### src/source/osd_bus_pkg.sv
// CPU bus widths and address map
// the top address nibble picks the region, registers sit at fixed word addresses
// unmapped regions are never acknowledged, so a master must not access them

package osd_bus_pkg;

  ////////////////////
  // bus widths
  ////////////////////

  localparam int bus_addr_w = 32;
  localparam int bus_data_w = 32;
  localparam int bus_strb_w = 4;

  ////////////////////
  // address map
  ////////////////////

  localparam logic [3:0] ram_region_nibble = 4'h1;
  localparam logic [3:0] reg_region_nibble = 4'h3;

  // bit 0 enable, bit 1 short window
  localparam logic [bus_addr_w-1:0] reg_osd_ctrl_addr = 32'h3000_0000;
  localparam logic [bus_addr_w-1:0] reg_offset_x_addr = 32'h3000_0010;
  localparam logic [bus_addr_w-1:0] reg_offset_y_addr = 32'h3000_0014;

  // region picked by the top nibble
  typedef enum logic [1:0] {
    region_ram,
    region_regs,
    region_none
  } bus_region_e;

endpackage

### src/source/osd_geometry_pkg.sv
// geometry of the OSD window, its backing RAM and the video path
// window is 256 pixels wide at 1 bit per pixel, so one byte holds eight pixels
// raster counters are 9 bits, so lines longer than 511 pixels wrap

package osd_geometry_pkg;

  ////////////////////
  // raster and window
  ////////////////////

  localparam int video_pos_w = 9;
  localparam int osd_width = 256;
  localparam int osd_tall_lines = 64;
  localparam int osd_short_lines = 8;
  localparam int offset_w = 8;

  ////////////////////
  // OSD image RAM
  ////////////////////

  // 2 KB image as 512 words of 32 bits
  localparam int osd_addr_w = 11;
  localparam int ram_word_addr_w = 9;

  ////////////////////
  // colours
  ////////////////////

  localparam int rgb_w = 24;
  localparam logic [rgb_w-1:0] osd_fg_rgb = 24'hff_ff_ff;
  // dark blue-grey behind the text
  localparam logic [rgb_w-1:0] osd_bg_rgb = 24'h30_40_50;

endpackage
### src/source/osd_bus_regs.sv
// CPU bus front end with the OSD control registers
// bus_ready is a one-cycle pulse, RAM accesses wait out OSD fetches
// registers take only full-word writes, a zero strobe is a read

`timescale 1ns/10ps

module osd_bus_regs
  import osd_geometry_pkg::*;
  import osd_bus_pkg::*;
(
  input  logic                  clk_8mhz,
  input  logic                  rst,
  input  logic                  bus_valid,
  input  logic [bus_addr_w-1:0] bus_addr,
  input  logic [bus_data_w-1:0] bus_wdata,
  input  logic [bus_strb_w-1:0] bus_wstrb,
  input  logic                  stall,
  input  logic [bus_data_w-1:0] ram_rdata,
  output logic                  bus_ready,
  output logic [bus_data_w-1:0] bus_rdata,
  output logic                  cpu_ram_sel,
  output logic                  osd_enable,
  output logic                  osd_short,
  output logic [offset_w-1:0]   offset_x,
  output logic [offset_w-1:0]   offset_y
);

  bus_region_e region;
  logic        reg_wr;

  always_comb begin
    case (bus_addr[bus_addr_w-1 -: 4])
      ram_region_nibble: region = region_ram;
      reg_region_nibble: region = region_regs;
      default:           region = region_none;
    endcase
  end

  // single write per access, not repeated in the ready cycle
  assign cpu_ram_sel = bus_valid && !bus_ready && (region == region_ram);
  assign reg_wr = bus_valid && !bus_ready && (region == region_regs) && (bus_wstrb == '1);

  ////////////////////
  // control registers
  ////////////////////

  always_ff @(posedge clk_8mhz) begin
    if (rst) begin
      osd_enable <= 1'b0;
      osd_short  <= 1'b0;
      offset_x   <= offset_w'(1);
      offset_y   <= offset_w'(1);
    end else if (reg_wr) begin
      case (bus_addr)
        reg_osd_ctrl_addr: begin
          osd_enable <= bus_wdata[0];
          osd_short  <= bus_wdata[1];
        end
        reg_offset_x_addr: offset_x <= bus_wdata[offset_w-1:0];
        reg_offset_y_addr: offset_y <= bus_wdata[offset_w-1:0];
        default: ;
      endcase
    end
  end

  // read data mux
  always_comb begin
    bus_rdata = '0;
    case (region)
      region_ram: bus_rdata = ram_rdata;
      region_regs: begin
        case (bus_addr)
          reg_osd_ctrl_addr: bus_rdata = bus_data_w'({osd_short, osd_enable});
          reg_offset_x_addr: bus_rdata = bus_data_w'(offset_x);
          reg_offset_y_addr: bus_rdata = bus_data_w'(offset_y);
          default:           bus_rdata = '0;
        endcase
      end
      default: bus_rdata = '0;
    endcase
  end

  ////////////////////
  // ready generation
  ////////////////////

  always_ff @(posedge clk_8mhz) begin
    if (rst) begin
      bus_ready <= 1'b0;
    end else begin
      case (region)
        region_ram:  bus_ready <= ~bus_ready & bus_valid & ~stall;
        region_regs: bus_ready <= ~bus_ready & bus_valid;
        default:     bus_ready <= 1'b0;
      endcase
    end
  end

endmodule

### config.mk
export PLATFORM = sky130hd
export DESIGN_NAME = osd_bus_regs
export DESIGN_NICKNAME = d
export VERILOG_FILES = /design/src/source/osd_bus_pkg.sv /design/src/source/osd_geometry_pkg.sv /design/src/source/osd_bus_regs.sv
export SDC_FILE = /design/constraint.sdc
export NUM_CORES = 1
export LEC_CHECK = 0
export BUFFER_PORTS_ARGS = -buffer_cell sky130_fd_sc_hd__buf_2
export CORE_ASPECT_RATIO = 0.9
export CORE_MARGIN = 2
export CORE_UTILIZATION = 35
export CTS_BUF_LIST = sky130_fd_sc_hd__clkbuf_16
export CTS_CLUSTER_DIAMETER = 100
export DETAILED_ROUTE_END_ITERATION = 8
export GPL_TIMING_DRIVEN = 1
export HOLD_SLACK_MARGIN = 0.1
export PLACE_DENSITY = 0.82
export SLEW_MARGIN = 15
export SYNTH_ARGS = -nofsm -noshare
export SYNTH_HDL_FRONTEND = slang
export SYNTH_SLANG_ARGS = --single-unit
### constraint.sdc
create_clock -name clk_8mhz -period 4.5 [get_ports clk_8mhz]
set_input_delay 0.9 -clock clk_8mhz [delete_from_list [all_inputs] [get_ports clk_8mhz]]
set_output_delay 0.9 -clock clk_8mhz [all_outputs]
set_load 0.05 [all_outputs]
**After elaboration in Yosys (flattened, before gate mapping)**

Index checks and enable logic that the tools add are counted.

- Register bits after elaboration: 19
- Input bits: 104
- Output and inout port bits: 52
- Logic and storage cells: 29

- Eq/ne operators: 7
- Muxes and demuxes: 4
- Bitwise operators: 4
- Reduce and logical (&&, ||, !) cells: 9

Operators with widths:

| operator | number |
|---|---|
| equality test 32 x 30 -> 1 bit, second input constant | 3 |
| case mux 32 bit (2 select lines) | 1 |
| case mux 8 bit (3 select lines) | 1 |
| AND reduction 2 bit | 3 |
| equality test 4 x 1 -> 1 bit, second input constant | 1 |
| equality test 4 x 2 -> 1 bit, second input constant | 1 |
| equality test 4 bit, second input constant | 1 |
| logical AND 1 bit | 4 |
| case mux 2 bit (2 select lines) | 1 |
| bitwise AND 1 bit | 2 |
| equality test 2 x 1 -> 1 bit, second input constant | 1 |
| logical NOT 2 bit | 1 |
| NOT 1 bit | 2 |
| case mux 1 bit (2 select lines) | 1 |
| logical NOT 1 bit | 1 |

**Longest topological paths before layout**

Gate-level depths: netlist of the first run.

- Word-level depth: 6
- Depth in mapped cells: 5
- Depth with buffers taken out: 4

**Worst setup path before layout of the first run**

No wires, ideal clock.

- Kind: in2out
- Start point: in bus_addr[19]
- End point: out bus_rdata[2]
- Arrival: 2.495 ns
- Required time: 3.600 ns
- Path slack: 1.105 ns
- Cell stages on the path: 4
- Path buffers: 0
- Path through: nor4b_2 nand4_2 nor3_1 a32o_1

- Longest elaborated chain between the ends: 3
- Elaborated cells between the ends (all ways): 5
- Classes of those cells: eq/ne: 3; mux: 2

Ends and longest elaborated chain:

| element | RTL line | source |
|---|---|---|
| start, declared | osd_bus_regs.sv:14 | `input logic [bus_addr_w-1:0] bus_addr,` |
| equality test 32 x 30 -> 1 bit | osd_bus_regs.sv:72 | `case (bus_addr)` |
| case mux 8 bit (3 select lines) (*) | osd_bus_regs.sv:72 |  |
| case mux 32 bit (2 select lines) (*) | osd_bus_regs.sv:69 | `case (region)` |
| end, declared | osd_bus_regs.sv:20 | `output logic [bus_data_w-1:0] bus_rdata,` |

Mark *: on every way between the ends. The rest lies on a longest branch, timed or not.

**Worst setup path in the final report of the first run**

- Start point: in bus_addr[31]
- End point: out bus_rdata[6]

- Longest elaborated chain between the ends: 4
- Elaborated cells between the ends (all ways): 10
- Classes of those cells: eq/ne: 6; mux: 3; reduce/logical: 1

Ends and longest elaborated chain:

| element | RTL line | source |
|---|---|---|
| equality test 4 x 2 -> 1 bit / equality test 4 x 1 -> 1 bit (equally long branches) | osd_bus_regs.sv:32 | `case (bus_addr[bus_addr_w-1 -: 4])` |
| case mux 2 bit (2 select lines) | osd_bus_regs.sv:32 |  |
| equality test 2 x 1 -> 1 bit / logical NOT 2 bit (equally long branches) | osd_bus_regs.sv:69 |  |
| case mux 32 bit (2 select lines) (*) | osd_bus_regs.sv:69 |  |

Marks and branches as above.

==> metrics.txt, run 1 <==
CTS Hold Buffers Added=0; minimum clock period=3.35 ns; leakage power summed over all cells=0.00114 uW; number of clock buffers inserted by TritonCTS=3; post-synthesis cell type with the largest combined area=sky130_fd_sc_hd__dfxtp_1; final estimated routing congestion in global placement=0.713; final global-route overflow total=0; diodes inserted=0; Layout Skew=0.00481 ns; Clock power frac=41.9%; count of cells along the worst register-to-register path=4; effective utilization at floorplan=37.6%; FP Rows=20; fraction of power spent switching nets=24.4%; Worst-Margin Slew=0.782 ns; wire length of the first global-routing pass=6.04 mm; Warnings, synthesis=0; post-synthesis sequential area ratio=29.3%; net switching power figure=105 uW; Yosys reg bits=19; post-synthesis share of cell area spent on and, or, nand and nor gates=40.1%; reg2reg setup slack=2.71 ns; overall via count from detail_route=1,501; synthesized cell area=0.00130 mm^2; Post-synth EDFFs=0; most used cells in the layout excluding fill and tap cells=sky130_fd_sc_hd__buf_2, sky130_fd_sc_hd__nand2b_1, sky130_fd_sc_hd__and2_1, sky130_fd_sc_hd__mux2i_1, sky130_fd_sc_hd__dfxtp_1; HPWL after DPL=3.54 mm; post-synthesis share of cell area spent on xor and xnor gates=0%; CORE AREA=0.00345 mm^2; part of the power in combinational logic=19.1%; Net Count, Synth=248; post-CTS sizing=0; DRC violations left=0; post-synthesis cell count=144; Post-CTS Setup Bufs=0; clock-pin slew of the registers on the worst-case setup and hold paths=0.05 ns; cell-by-cell listing of the critical path=buf_2 -> nor3b_1 -> nor2b_2 -> buf_4 -> a32o_1 -> buf_2; crit path launch=bus_addr[31]; reg-to-reg startpoint=bus_ready$_SDFF_PP0_; Worst-Skew Late Latency=0.25 ns; cell type group with the largest total delay on the critical path=simple AND/OR/NAND/NOR gates; number of iterations in the first detailed-routing pass=4; final hold violations=0; Die Width=68.2 um; CTS H-Tree Depth=1; sum of buffers and inverters on the critical path=3; number of DRC markers after the initial detailed-route iteration=31; clk sink count=19; commonest non-fill, non-tap cell in the layout=sky130_fd_sc_hd__buf_2; dominant combinational cell family by area after synthesis=simple AND/OR/NAND/NOR gates; wire length after detailed routing=4.22 mm; count of final max-slew check failures=0; chip height=61.8 um; Max Clk Rate=299 MHz; proportion of layout cells with a drive suffix above 1=54.8%; CTS tree=done; Crit Path Category=in -> out; via count of the first global-routing pass=1,350; sequential share of power=39.0%; average cell area after synthesis=9.01 um^2; depth of the critical timing path with buffers and inverters included=6; multi-input combinational cell area=878 um^2; post-synth top area share=29.3%; Period Utilization, post-route=74.4%; type of the tightest min-delay check=reg -> reg; count of nets left with antenna violations after detail routing=0; largest stage delay on the critical path=0.42 ns; critical path's most frequent cell=sky130_fd_sc_hd__buf_2; sum of negative setup slack=0 ns; vias per inst=4.75; Final setup viols=0; crit path capture=bus_rdata[6]; number of port buffers=131; routed wirelength normalized by instance count=13.4 um; top cells by area, synth=sky130_fd_sc_hd__dfxtp_1, sky130_fd_sc_hd__mux2i_1, sky130_fd_sc_hd__nand2b_1; unrepaired setup endpoints after global routing=no; GRT Overall Usage=19.4%; outcome=complete, no violations; area growth from synthesis to layout=59.1%; mux share of post-synthesis cell area=20.6%; Storage cell area=380 um^2; die outline area=0.00421 mm^2; data arrival time of the critical path=2.45 ns; number of I/O pins=156; maximum fanout encountered on the critical timing path=26; ys async rst share=0%; most frequently used flop master after synthesis=sky130_fd_sc_hd__dfxtp_1; worst path required time=3.60 ns; final worst hold slack=0.490 ns; sort of element at the start of the critical path=input port; fillcell total=334; Power Density=209 mW/mm^2; endpoint class of the critical path=primary output; total power=432 uW; end of the worst register-to-register path=offset_x[2]$_SDFFE_PP0P_; remaining max-slew budget at the tightest pin=47.5%; P_int=326 uW; fraction of the mapped netlist area in compound gates=6.75%; number of buffers between clock root and the deepest sink=2; nets@finish=377; maximum VDD drop=0.196 mV; CTS Root Cell=sky130_fd_sc_hd__clkbuf_16; antenna violations before repair=0; number of max-cap violations=0; distinct cell type count of the synthesized netlist=26; post-synthesis adder-cell area fraction=0%; slowest stage cell, crit path=sky130_fd_sc_hd__nor2b_2; pin count of the biggest net entering global routing=29
==> per-stage QoR <==
stage               util [%]  instances  cell area, um^2  setup slack (ns)
global placement        57.5        312             1980              1.15
finish                  59.8        316             2060              1.15
floorplan                  -        144             1300              1.11
CTS                     59.8        316             2060              1.10
detailed placement      57.5        312             1980              1.10
global route            59.8        316             2060             0.985
==> synth_stat cells (2+ instances only) <==
| library cell | count |
|---|---|
| sky130_fd_sc_hd__a32o_1 | 6 |
| sky130_fd_sc_hd__mux2_2 | 6 |
| sky130_fd_sc_hd__dfxtp_1 | 19 |
| sky130_fd_sc_hd__nor4_1 | 2 |
| sky130_fd_sc_hd__mux2i_1 | 20 |
| sky130_fd_sc_hd__nor2_1 | 7 |
| sky130_fd_sc_hd__nand2b_1 | 26 |
| sky130_fd_sc_hd__nor3_1 | 2 |
| sky130_fd_sc_hd__nand3_1 | 4 |
| sky130_fd_sc_hd__a22o_1 | 2 |
| sky130_fd_sc_hd__nor4_2 | 2 |
| sky130_fd_sc_hd__nand2_1 | 2 |
| sky130_fd_sc_hd__clkbuf_1 | 7 |
| sky130_fd_sc_hd__nor2b_1 | 2 |
| sky130_fd_sc_hd__o21ai_0 | 2 |
| sky130_fd_sc_hd__and2_1 | 25 |
==> registers in the layout, indices dropped and copies added, names as in the netlist <==
signal / cells
osd_short: 1
osd_enable: 1
offset_x: 8
offset_y: 8
bus_ready: 1
==> per-layer routing <==
metal  vias to the layer above  track usage, %  wire length [um]
met5                         -               0                 0
met4                         0            7.43                59
met3                         6            4.14               358
met2                        69            37.7              2210
met1                       662            20.6              1600
li1                        764               -                 -
==> tightest hold or removal path, delay by kind of cell (launching register included) <==
| kind | cells | cell delay [ns] |
|---|---|---|
| DFF | 1 | 0.32 |
| muxes | 1 | 0.06 |
| and+or+nand+nor | 1 | 0.07 |
==> power by group through the flow <==
stage                     sequential, uW  clock [uW]  combinational, uW
after floorplan                      173           0               40.4
after global placement               172           0               81.4
after detailed placement             172           0               83.3
after CTS                            168         185               83.5
after global routing                 168         191               90.0
final                                168         181               82.5
==> cell type report <==
cell class                      instances  area share [%]
Tap cell                               44            2.67
Timing Repair Buffer                  133            32.5
Sequential cell                        19            18.4
Clock buffer                            3            3.64
Multi-Input combinational cell        116            42.5
Clock inverter                          1           0.242
==> worst min path at each step <==
stage                     cells past startpoint  slack (ns)                      from                  endpoint
after floorplan                               2        0.70  offset_x[2]$_SDFFE_PP0P_  offset_x[2]$_SDFFE_PP0P_
after global routing                          2        0.52  offset_x[1]$_SDFFE_PP0P_  offset_x[1]$_SDFFE_PP0P_
after global placement                        2        0.47  offset_y[6]$_SDFFE_PP0P_  offset_y[6]$_SDFFE_PP0P_
after detailed placement                      2        0.49  offset_x[1]$_SDFFE_PP0P_  offset_x[1]$_SDFFE_PP0P_
final                                         2        0.49  offset_x[1]$_SDFFE_PP0P_  offset_x[1]$_SDFFE_PP0P_
after CTS                                     2        0.50  offset_x[1]$_SDFFE_PP0P_  offset_x[1]$_SDFFE_PP0P_
==> cell families (layout without fill, tap and decap cells) <==
group | Yosys count | count (layout)
muxes | 26 | 26
and+or+nand+nor | 80 | 80
buffers and inverters | 9 | 137
DFF | 19 | 19
AOI/OAI and AO/OA | 10 | 10
(Power assumes the default switching activity.)
==> run 2: changes to the inputs <==
--- a/config.mk
+++ b/config.mk
@@ -8,13 +8,13 @@
 export BUFFER_PORTS_ARGS = -buffer_cell sky130_fd_sc_hd__buf_2
 export CORE_ASPECT_RATIO = 0.9
 export CORE_MARGIN = 2
-export CORE_UTILIZATION = 35
+export CORE_UTILIZATION = 33
 export CTS_BUF_LIST = sky130_fd_sc_hd__clkbuf_16
 export CTS_CLUSTER_DIAMETER = 100
 export DETAILED_ROUTE_END_ITERATION = 8
 export GPL_TIMING_DRIVEN = 1
 export HOLD_SLACK_MARGIN = 0.1
-export PLACE_DENSITY = 0.82
+export PLACE_DENSITY = 0.78
 export SLEW_MARGIN = 15
 export SYNTH_ARGS = -nofsm -noshare
 export SYNTH_HDL_FRONTEND = slang
==> constraint.sdc (replaced) <==
create_clock -name clk_8mhz -period 3.38 [get_ports clk_8mhz]
set_input_delay 0.676 -clock clk_8mhz [delete_from_list [all_inputs] [get_ports clk_8mhz]]
set_output_delay 0.676 -clock clk_8mhz [all_outputs]
set_load 0.05 [all_outputs]
==> metrics.txt, run 2 (synthesized netlist as in run 1, its figures left out) <==
outcome=complete, no violations (unchanged); CORE AREA=0.00376 mm^2 (was 0.00345 mm^2); diodes inserted=0 (unchanged); FP Rows=21 (was 20); final global-route overflow total=0 (unchanged); Period Utilization, post-route=86.6%; end of the worst register-to-register path=offset_y[3]$_SDFFE_PP0P_ (was offset_x[2]$_SDFFE_PP0P_); wire length after detailed routing=3.95 mm (was 4.22 mm); fraction of power spent switching nets=23.8% (was 24.4%); final estimated routing congestion in global placement=0.745 (was 0.713); maximum fanout encountered on the critical timing path=8 (was 26); minimum clock period=2.93 ns; post-layout util=55.2% (was 59.8%); Crit Path Category=in -> out (unchanged); maximum VDD drop=0.203 mV (was 0.196 mV); Hold Path Depth=2 (unchanged); chip height=63.5 um (was 61.8 um); type of the tightest min-delay check=reg -> reg (unchanged); CTS H-Tree Depth=1 (unchanged); GRT Overall Usage=17.9% (was 19.4%); effective utilization at floorplan=34.5% (was 37.6%); CTS Hold Buffers Added=0 (unchanged); nets@finish=378 (was 377); number of buffers between clock root and the deepest sink=2 (unchanged); CTS Root Cell=sky130_fd_sc_hd__clkbuf_16 (unchanged); unrepaired setup endpoints after global routing=no (unchanged); data arrival time of the critical path=2.25 ns (was 2.45 ns); Worst-Margin Slew=0.741 ns (was 0.782 ns); wire length of the first global-routing pass=6.42 mm (was 6.04 mm); part of the power in combinational logic=19.2% (was 19.1%); routed wirelength normalized by instance count=12.4 um (was 13.4 um); clock-pin slew of the registers on the worst-case setup and hold paths=0.05 ns (about the same); commonest non-fill, non-tap cell in the layout=sky130_fd_sc_hd__buf_2 (unchanged); Post-CTS Setup Bufs=0 (unchanged); overall via count from detail_route=1,498 (was 1,501); die outline area=0.00445 mm^2 (was 0.00421 mm^2); via count of the first global-routing pass=1,370 (was 1,350); number of max-cap violations=0 (unchanged); count of cells along the worst register-to-register path=4 (unchanged); number of port buffers=131 (unchanged); hold path startpoint=offset_x[1]$_SDFFE_PP0P_ (unchanged); most used cells in the layout excluding fill and tap cells=sky130_fd_sc_hd__buf_2, sky130_fd_sc_hd__nand2b_1, sky130_fd_sc_hd__and2_1, sky130_fd_sc_hd__mux2i_1, sky130_fd_sc_hd__dfxtp_1 (unchanged); HPWL after DPL=3.24 mm (was 3.54 mm); Layout Skew=0.00397 ns (was 0.00481 ns); area growth from synthesis to layout=59.8% (was 59.1%); count of nets left with antenna violations after detail routing=0 (unchanged); net switching power figure=136 uW (was 105 uW); number of DRC markers after the initial detailed-route iteration=28 (was 31); CTS tree=done (unchanged); Die Width=70.1 um (was 68.2 um); Final setup viols=0 (unchanged); number of iterations in the first detailed-routing pass=4 (unchanged); number of clock buffers inserted by TritonCTS=3 (unchanged); worst path required time=2.70 ns (was 3.60 ns); Clock power frac=41.4% (was 41.9%); Power Density=275 mW/mm^2 (was 209 mW/mm^2); final hold violations=0 (unchanged); proportion of layout cells with a drive suffix above 1=54.6% (was 54.8%); endpoint with the worst hold slack=offset_x[1]$_SDFFE_PP0P_ (unchanged); P_int=434 uW (was 326 uW); leakage power summed over all cells=0.00114 uW (about the same); antenna violations before repair=0 (unchanged); remaining max-slew budget at the tightest pin=50.2% (was 47.5%); sequential share of power=39.4% (was 39.0%); clk sink count=19 (unchanged); Regs by FF count=offset_x: 8 flops, offset_y: 8 flops (unchanged); reg-to-reg startpoint=bus_ready$_SDFF_PP0_ (unchanged); vias per inst=4.70 (was 4.75); pin count of the biggest net entering global routing=29 (unchanged); sort of element at the start of the critical path=input port (unchanged); Max Clk Rate=342 MHz; endpoint class of the critical path=primary output (unchanged); Worst-Skew Late Latency=0.25 ns (about the same); sum of negative setup slack=0 ns (unchanged); reg2reg setup slack=1.59 ns (was 2.71 ns); post-CTS sizing=0 (unchanged); DRC violations left=0 (unchanged); count of final max-slew check failures=0 (unchanged); number of I/O pins=156 (unchanged)
## run 2: critical path, cell delays in order
cell                      delay (ns)
sky130_fd_sc_hd__buf_2          0.10
sky130_fd_sc_hd__nor3b_1        0.32
sky130_fd_sc_hd__nand3_1        0.26
sky130_fd_sc_hd__nor3_1         0.25
sky130_fd_sc_hd__buf_4          0.21
sky130_fd_sc_hd__a32o_1         0.18
sky130_fd_sc_hd__buf_2          0.26
## run 2: routing by layer
| layer | wire (um) | GRT usage, % |
|---|---|---|
| met5 | 0 | 0 |
| met3 | 300 | 4.00 |
| met1 | 1590 | 20.7 |
| met2 | 2040 | 34.0 |
| met4 | 22 | 2.64 |
## run 2: worst max path at each step
stage                  from            to  slack, ns  cells past startpoint
6_report       bus_addr[31]  bus_rdata[6]       0.45                      7
5_1_grt        bus_addr[31]  bus_rdata[6]       0.25                      7
3_3_place_gp   bus_addr[31]  bus_rdata[4]       0.47                      7
3_5_place_dp   bus_addr[31]  bus_rdata[3]       0.50                      7
4_1_cts        bus_addr[31]  bus_rdata[6]       0.48                      7
2_1_floorplan  bus_addr[19]  bus_rdata[2]       0.43                      4
## run 2: final cells by class
| cell class | count | area, um^2 |
|---|---|---|
| fillers | 370 | 1680 |
| repair buffers | 134 | 678 |
| clock buffers | 3 | 75.1 |
| flip-flops and latches | 19 | 380 |
| multi-input cells | 116 | 878 |
| clock inverters | 1 | 3.75 |
| well taps | 46 | 57.6 |
## run 2: per-stage QoR
stage               instance area (um^2)  setup slack [ns]  instances  hold WS (ns)  total power, uW
floorplan                           1300             0.433        144         0.702              283
global placement                    1990             0.470        315         0.469              338
detailed placement                  1990             0.501        315         0.481              339
CTS                                 2070             0.481        319         0.488              575
global route                        2070             0.253        319         0.505              597
finish                              2070             0.454        319         0.482              569
## run 2: power by group through the flow
stage	Combinational, uW	Sequential (uW)	Clock, uW
floorplan	53.7	230	0
global placement	109	229	0
detailed placement	110	229	0
CTS	110	224	241
global route	120	224	253
finish	109	224	236
==> run 3: changes to the inputs <==
--- a/config.mk
+++ b/config.mk
@@ -8,13 +8,13 @@
 export BUFFER_PORTS_ARGS = -buffer_cell sky130_fd_sc_hd__buf_2
 export CORE_ASPECT_RATIO = 0.9
 export CORE_MARGIN = 2
-export CORE_UTILIZATION = 33
+export CORE_UTILIZATION = 35
 export CTS_BUF_LIST = sky130_fd_sc_hd__clkbuf_16
 export CTS_CLUSTER_DIAMETER = 100
 export DETAILED_ROUTE_END_ITERATION = 8
 export GPL_TIMING_DRIVEN = 1
 export HOLD_SLACK_MARGIN = 0.1
-export PLACE_DENSITY = 0.78
+export PLACE_DENSITY = 0.82
 export SLEW_MARGIN = 15
 export SYNTH_ARGS = -nofsm -noshare
 export SYNTH_HDL_FRONTEND = slang
==> constraint.sdc (replaced) <==
create_clock -name clk_8mhz -period 3.55 [get_ports clk_8mhz]
set_input_delay 0.71 -clock clk_8mhz [delete_from_list [all_inputs] [get_ports clk_8mhz]]
set_output_delay 0.71 -clock clk_8mhz [all_outputs]
set_load 0.05 [all_outputs]
==> metrics.txt, run 3 (synthesized netlist as in run 1, its figures left out) <==
count of final max-slew check failures=0 (unchanged); most used cells in the layout excluding fill and tap cells=sky130_fd_sc_hd__buf_2, sky130_fd_sc_hd__nand2b_1, sky130_fd_sc_hd__and2_1, sky130_fd_sc_hd__mux2i_1, sky130_fd_sc_hd__dfxtp_1 (unchanged); DRC violations left=0 (unchanged); final design instance area without fill=0.00207 mm^2 (about the same); CTS Hold Buffers Added=0 (unchanged); effective utilization at floorplan=37.6% (was 34.5%); final global-route overflow total=0 (unchanged); number of port buffers=131 (unchanged); number of clock buffers inserted by TritonCTS=3 (unchanged); number of DRC markers after the initial detailed-route iteration=21 (was 28); remaining max-slew budget at the tightest pin=48.5% (was 50.2%); Worst-Margin Slew=0.767 ns (was 0.741 ns); number of iterations in the first detailed-routing pass=4 (unchanged); chip height=61.8 um (was 63.5 um); crit path launch=bus_addr[20] (was bus_addr[31]); number of max-cap violations=0 (unchanged); post-CTS sizing=0 (unchanged); reg2reg setup slack=1.74 ns (was 1.59 ns); reg-to-reg startpoint=bus_ready$_SDFF_PP0_ (unchanged); GRT Overall Usage=19.1% (was 17.9%); Storage cell area=380 um^2 (unchanged); Crit Path Category=in -> out (unchanged); proportion of layout cells with a drive suffix above 1=54.9% (was 54.6%); clock-pin slew of the registers on the worst-case setup and hold paths=0.05 ns (about the same); fraction of power spent switching nets=24.0% (was 23.8%); commonest non-fill, non-tap cell in the layout=sky130_fd_sc_hd__buf_2 (unchanged); fillcell total=316 (was 370); vias per inst=4.71 (was 4.70); part of the power in combinational logic=19.2% (about the same); Final setup viols=0 (unchanged); CTS tree=done (unchanged); wire length after detailed routing=4.15 mm (was 3.95 mm); HPWL after DPL=3.43 mm (was 3.24 mm); leakage power summed over all cells=0.00114 uW (about the same); clk sink count=19 (unchanged); CTS Root Cell=sky130_fd_sc_hd__clkbuf_16 (unchanged); CTS H-Tree Depth=1 (unchanged); post-detailed-placement cell area=0.00199 mm^2 (about the same); nets@finish=378 (unchanged); post-layout util=60.0% (was 55.2%); area growth from synthesis to layout=59.7% (was 59.8%); Clock power frac=41.6% (was 41.4%); overall via count from detail_route=1,492 (was 1,498); number of buffers between clock root and the deepest sink=2 (unchanged); final hold violations=0 (unchanged); Post-CTS Setup Bufs=0 (unchanged); minimum clock period=2.89 ns; maximum fanout encountered on the critical timing path=8 (unchanged); final estimated routing congestion in global placement=0.715 (was 0.745); end of the worst register-to-register path=offset_y[0]$_SDFFE_PP1P_ (was offset_y[3]$_SDFFE_PP0P_); type of the tightest min-delay check=reg -> reg (unchanged); sort of element at the start of the critical path=input port (unchanged); count of cells along the worst register-to-register path=4 (unchanged); endpoint class of the critical path=primary output (unchanged); Max Clk Rate=346 MHz; Regs by FF count=offset_x: 8 flops, offset_y: 8 flops (unchanged); die outline area=0.00421 mm^2 (was 0.00445 mm^2); outcome=complete, no violations (unchanged); multi-input combinational cell area=878 um^2 (unchanged); FP Rows=20 (was 21); sequential share of power=39.2% (was 39.4%); Worst-Skew Late Latency=0.24 ns (was 0.25 ns); endpoint with the worst hold slack=offset_x[7]$_SDFFE_PP0P_ (was offset_x[1]$_SDFFE_PP0P_); total power=545 uW (was 569 uW); antenna violations before repair=0 (unchanged); Layout Skew=0.00126 ns (was 0.00397 ns); P_int=414 uW (was 434 uW); count of nets left with antenna violations after detail routing=0 (unchanged); number of I/O pins=156 (unchanged); routed wirelength normalized by instance count=13.1 um (was 12.4 um); maximum VDD drop=0.257 mV (was 0.203 mV); sum of negative setup slack=0 ns (unchanged); Hold Path Depth=2 (unchanged); via count of the first global-routing pass=1,280 (was 1,370); wire length of the first global-routing pass=6.06 mm (was 6.42 mm); net switching power figure=131 uW (was 136 uW); unrepaired setup endpoints after global routing=no (unchanged); Die Width=68.2 um (was 70.1 um); final worst hold slack=0.482 ns (about the same); worst path required time=2.84 ns (was 2.70 ns); hold path startpoint=offset_x[7]$_SDFFE_PP0P_ (was offset_x[1]$_SDFFE_PP0P_); Power Density=263 mW/mm^2 (was 275 mW/mm^2); Period Utilization, post-route=81.3%; data arrival time of the critical path=2.18 ns (was 2.25 ns); diodes inserted=0 (unchanged); pin count of the biggest net entering global routing=29 (unchanged); CORE AREA=0.00345 mm^2 (was 0.00376 mm^2)
run 3: cell count changes in the layout (fill, tap and decap cells not counted):
| cell | change |
|---|---|
| sky130_fd_sc_hd__clkinv_2 | +1 |
| sky130_fd_sc_hd__inv_1 | -1 |
run 3: power groups by stage:
| stage | sequential (uW) | clock, uW | combinational (uW) |
|---|---|---|---|
| detailed placement | 218 | 0 | 105 |
| global placement | 218 | 0 | 104 |
| CTS | 213 | 231 | 106 |
| global route | 213 | 243 | 114 |
| finish | 214 | 226 | 105 |
| floorplan | 219 | 0 | 51.2 |
run 3: metal layers:
| layer | GRT usage, % | vias to the layer above | part of all wire (%) |
|---|---|---|---|
| li1 | - | 764 | - |
| met1 | 23.2 | 665 | 41 |
| met2 | 35.9 | 61 | 51 |
| met3 | 3.24 | 2 | 8.3 |
| met4 | 3.43 | 0 | 0.34 |
| met5 | 0 | - | 0 |
run 3: final cells by class:
type	count	area share [%]
Clock buffer	3	3.62
Clock inverter	1	0.242
Multi-Input combinational cell	116	42.4
Sequential cell	19	18.4
Tap cell	44	2.66
Timing Repair Buffer	134	32.7
run 3: stage by stage:
stage                     cells  setup slack [ns]
after floorplan             144             0.535
after CTS                   317             0.644
after detailed placement    313             0.654
after global routing        317             0.447
after global placement      313             0.647
final                       317             0.662
run 3: critical path, stage by stage:
cell,delay [ns]
sky130_fd_sc_hd__buf_2,0.10
sky130_fd_sc_hd__nor4_1,0.29
sky130_fd_sc_hd__nand3_1,0.22
sky130_fd_sc_hd__nor3_1,0.22
sky130_fd_sc_hd__buf_4,0.19
sky130_fd_sc_hd__a32o_1,0.18
sky130_fd_sc_hd__buf_2,0.26
run 3: how the worst max path moves through the flow:
stage	to	slack (ns)	cells after the start
after global routing	bus_rdata[4]	0.45	7
after detailed placement	bus_rdata[4]	0.65	7
after floorplan	bus_rdata[2]	0.54	4
final	bus_rdata[4]	0.66	7
after global placement	bus_rdata[4]	0.65	7
after CTS	bus_rdata[6]	0.64	7
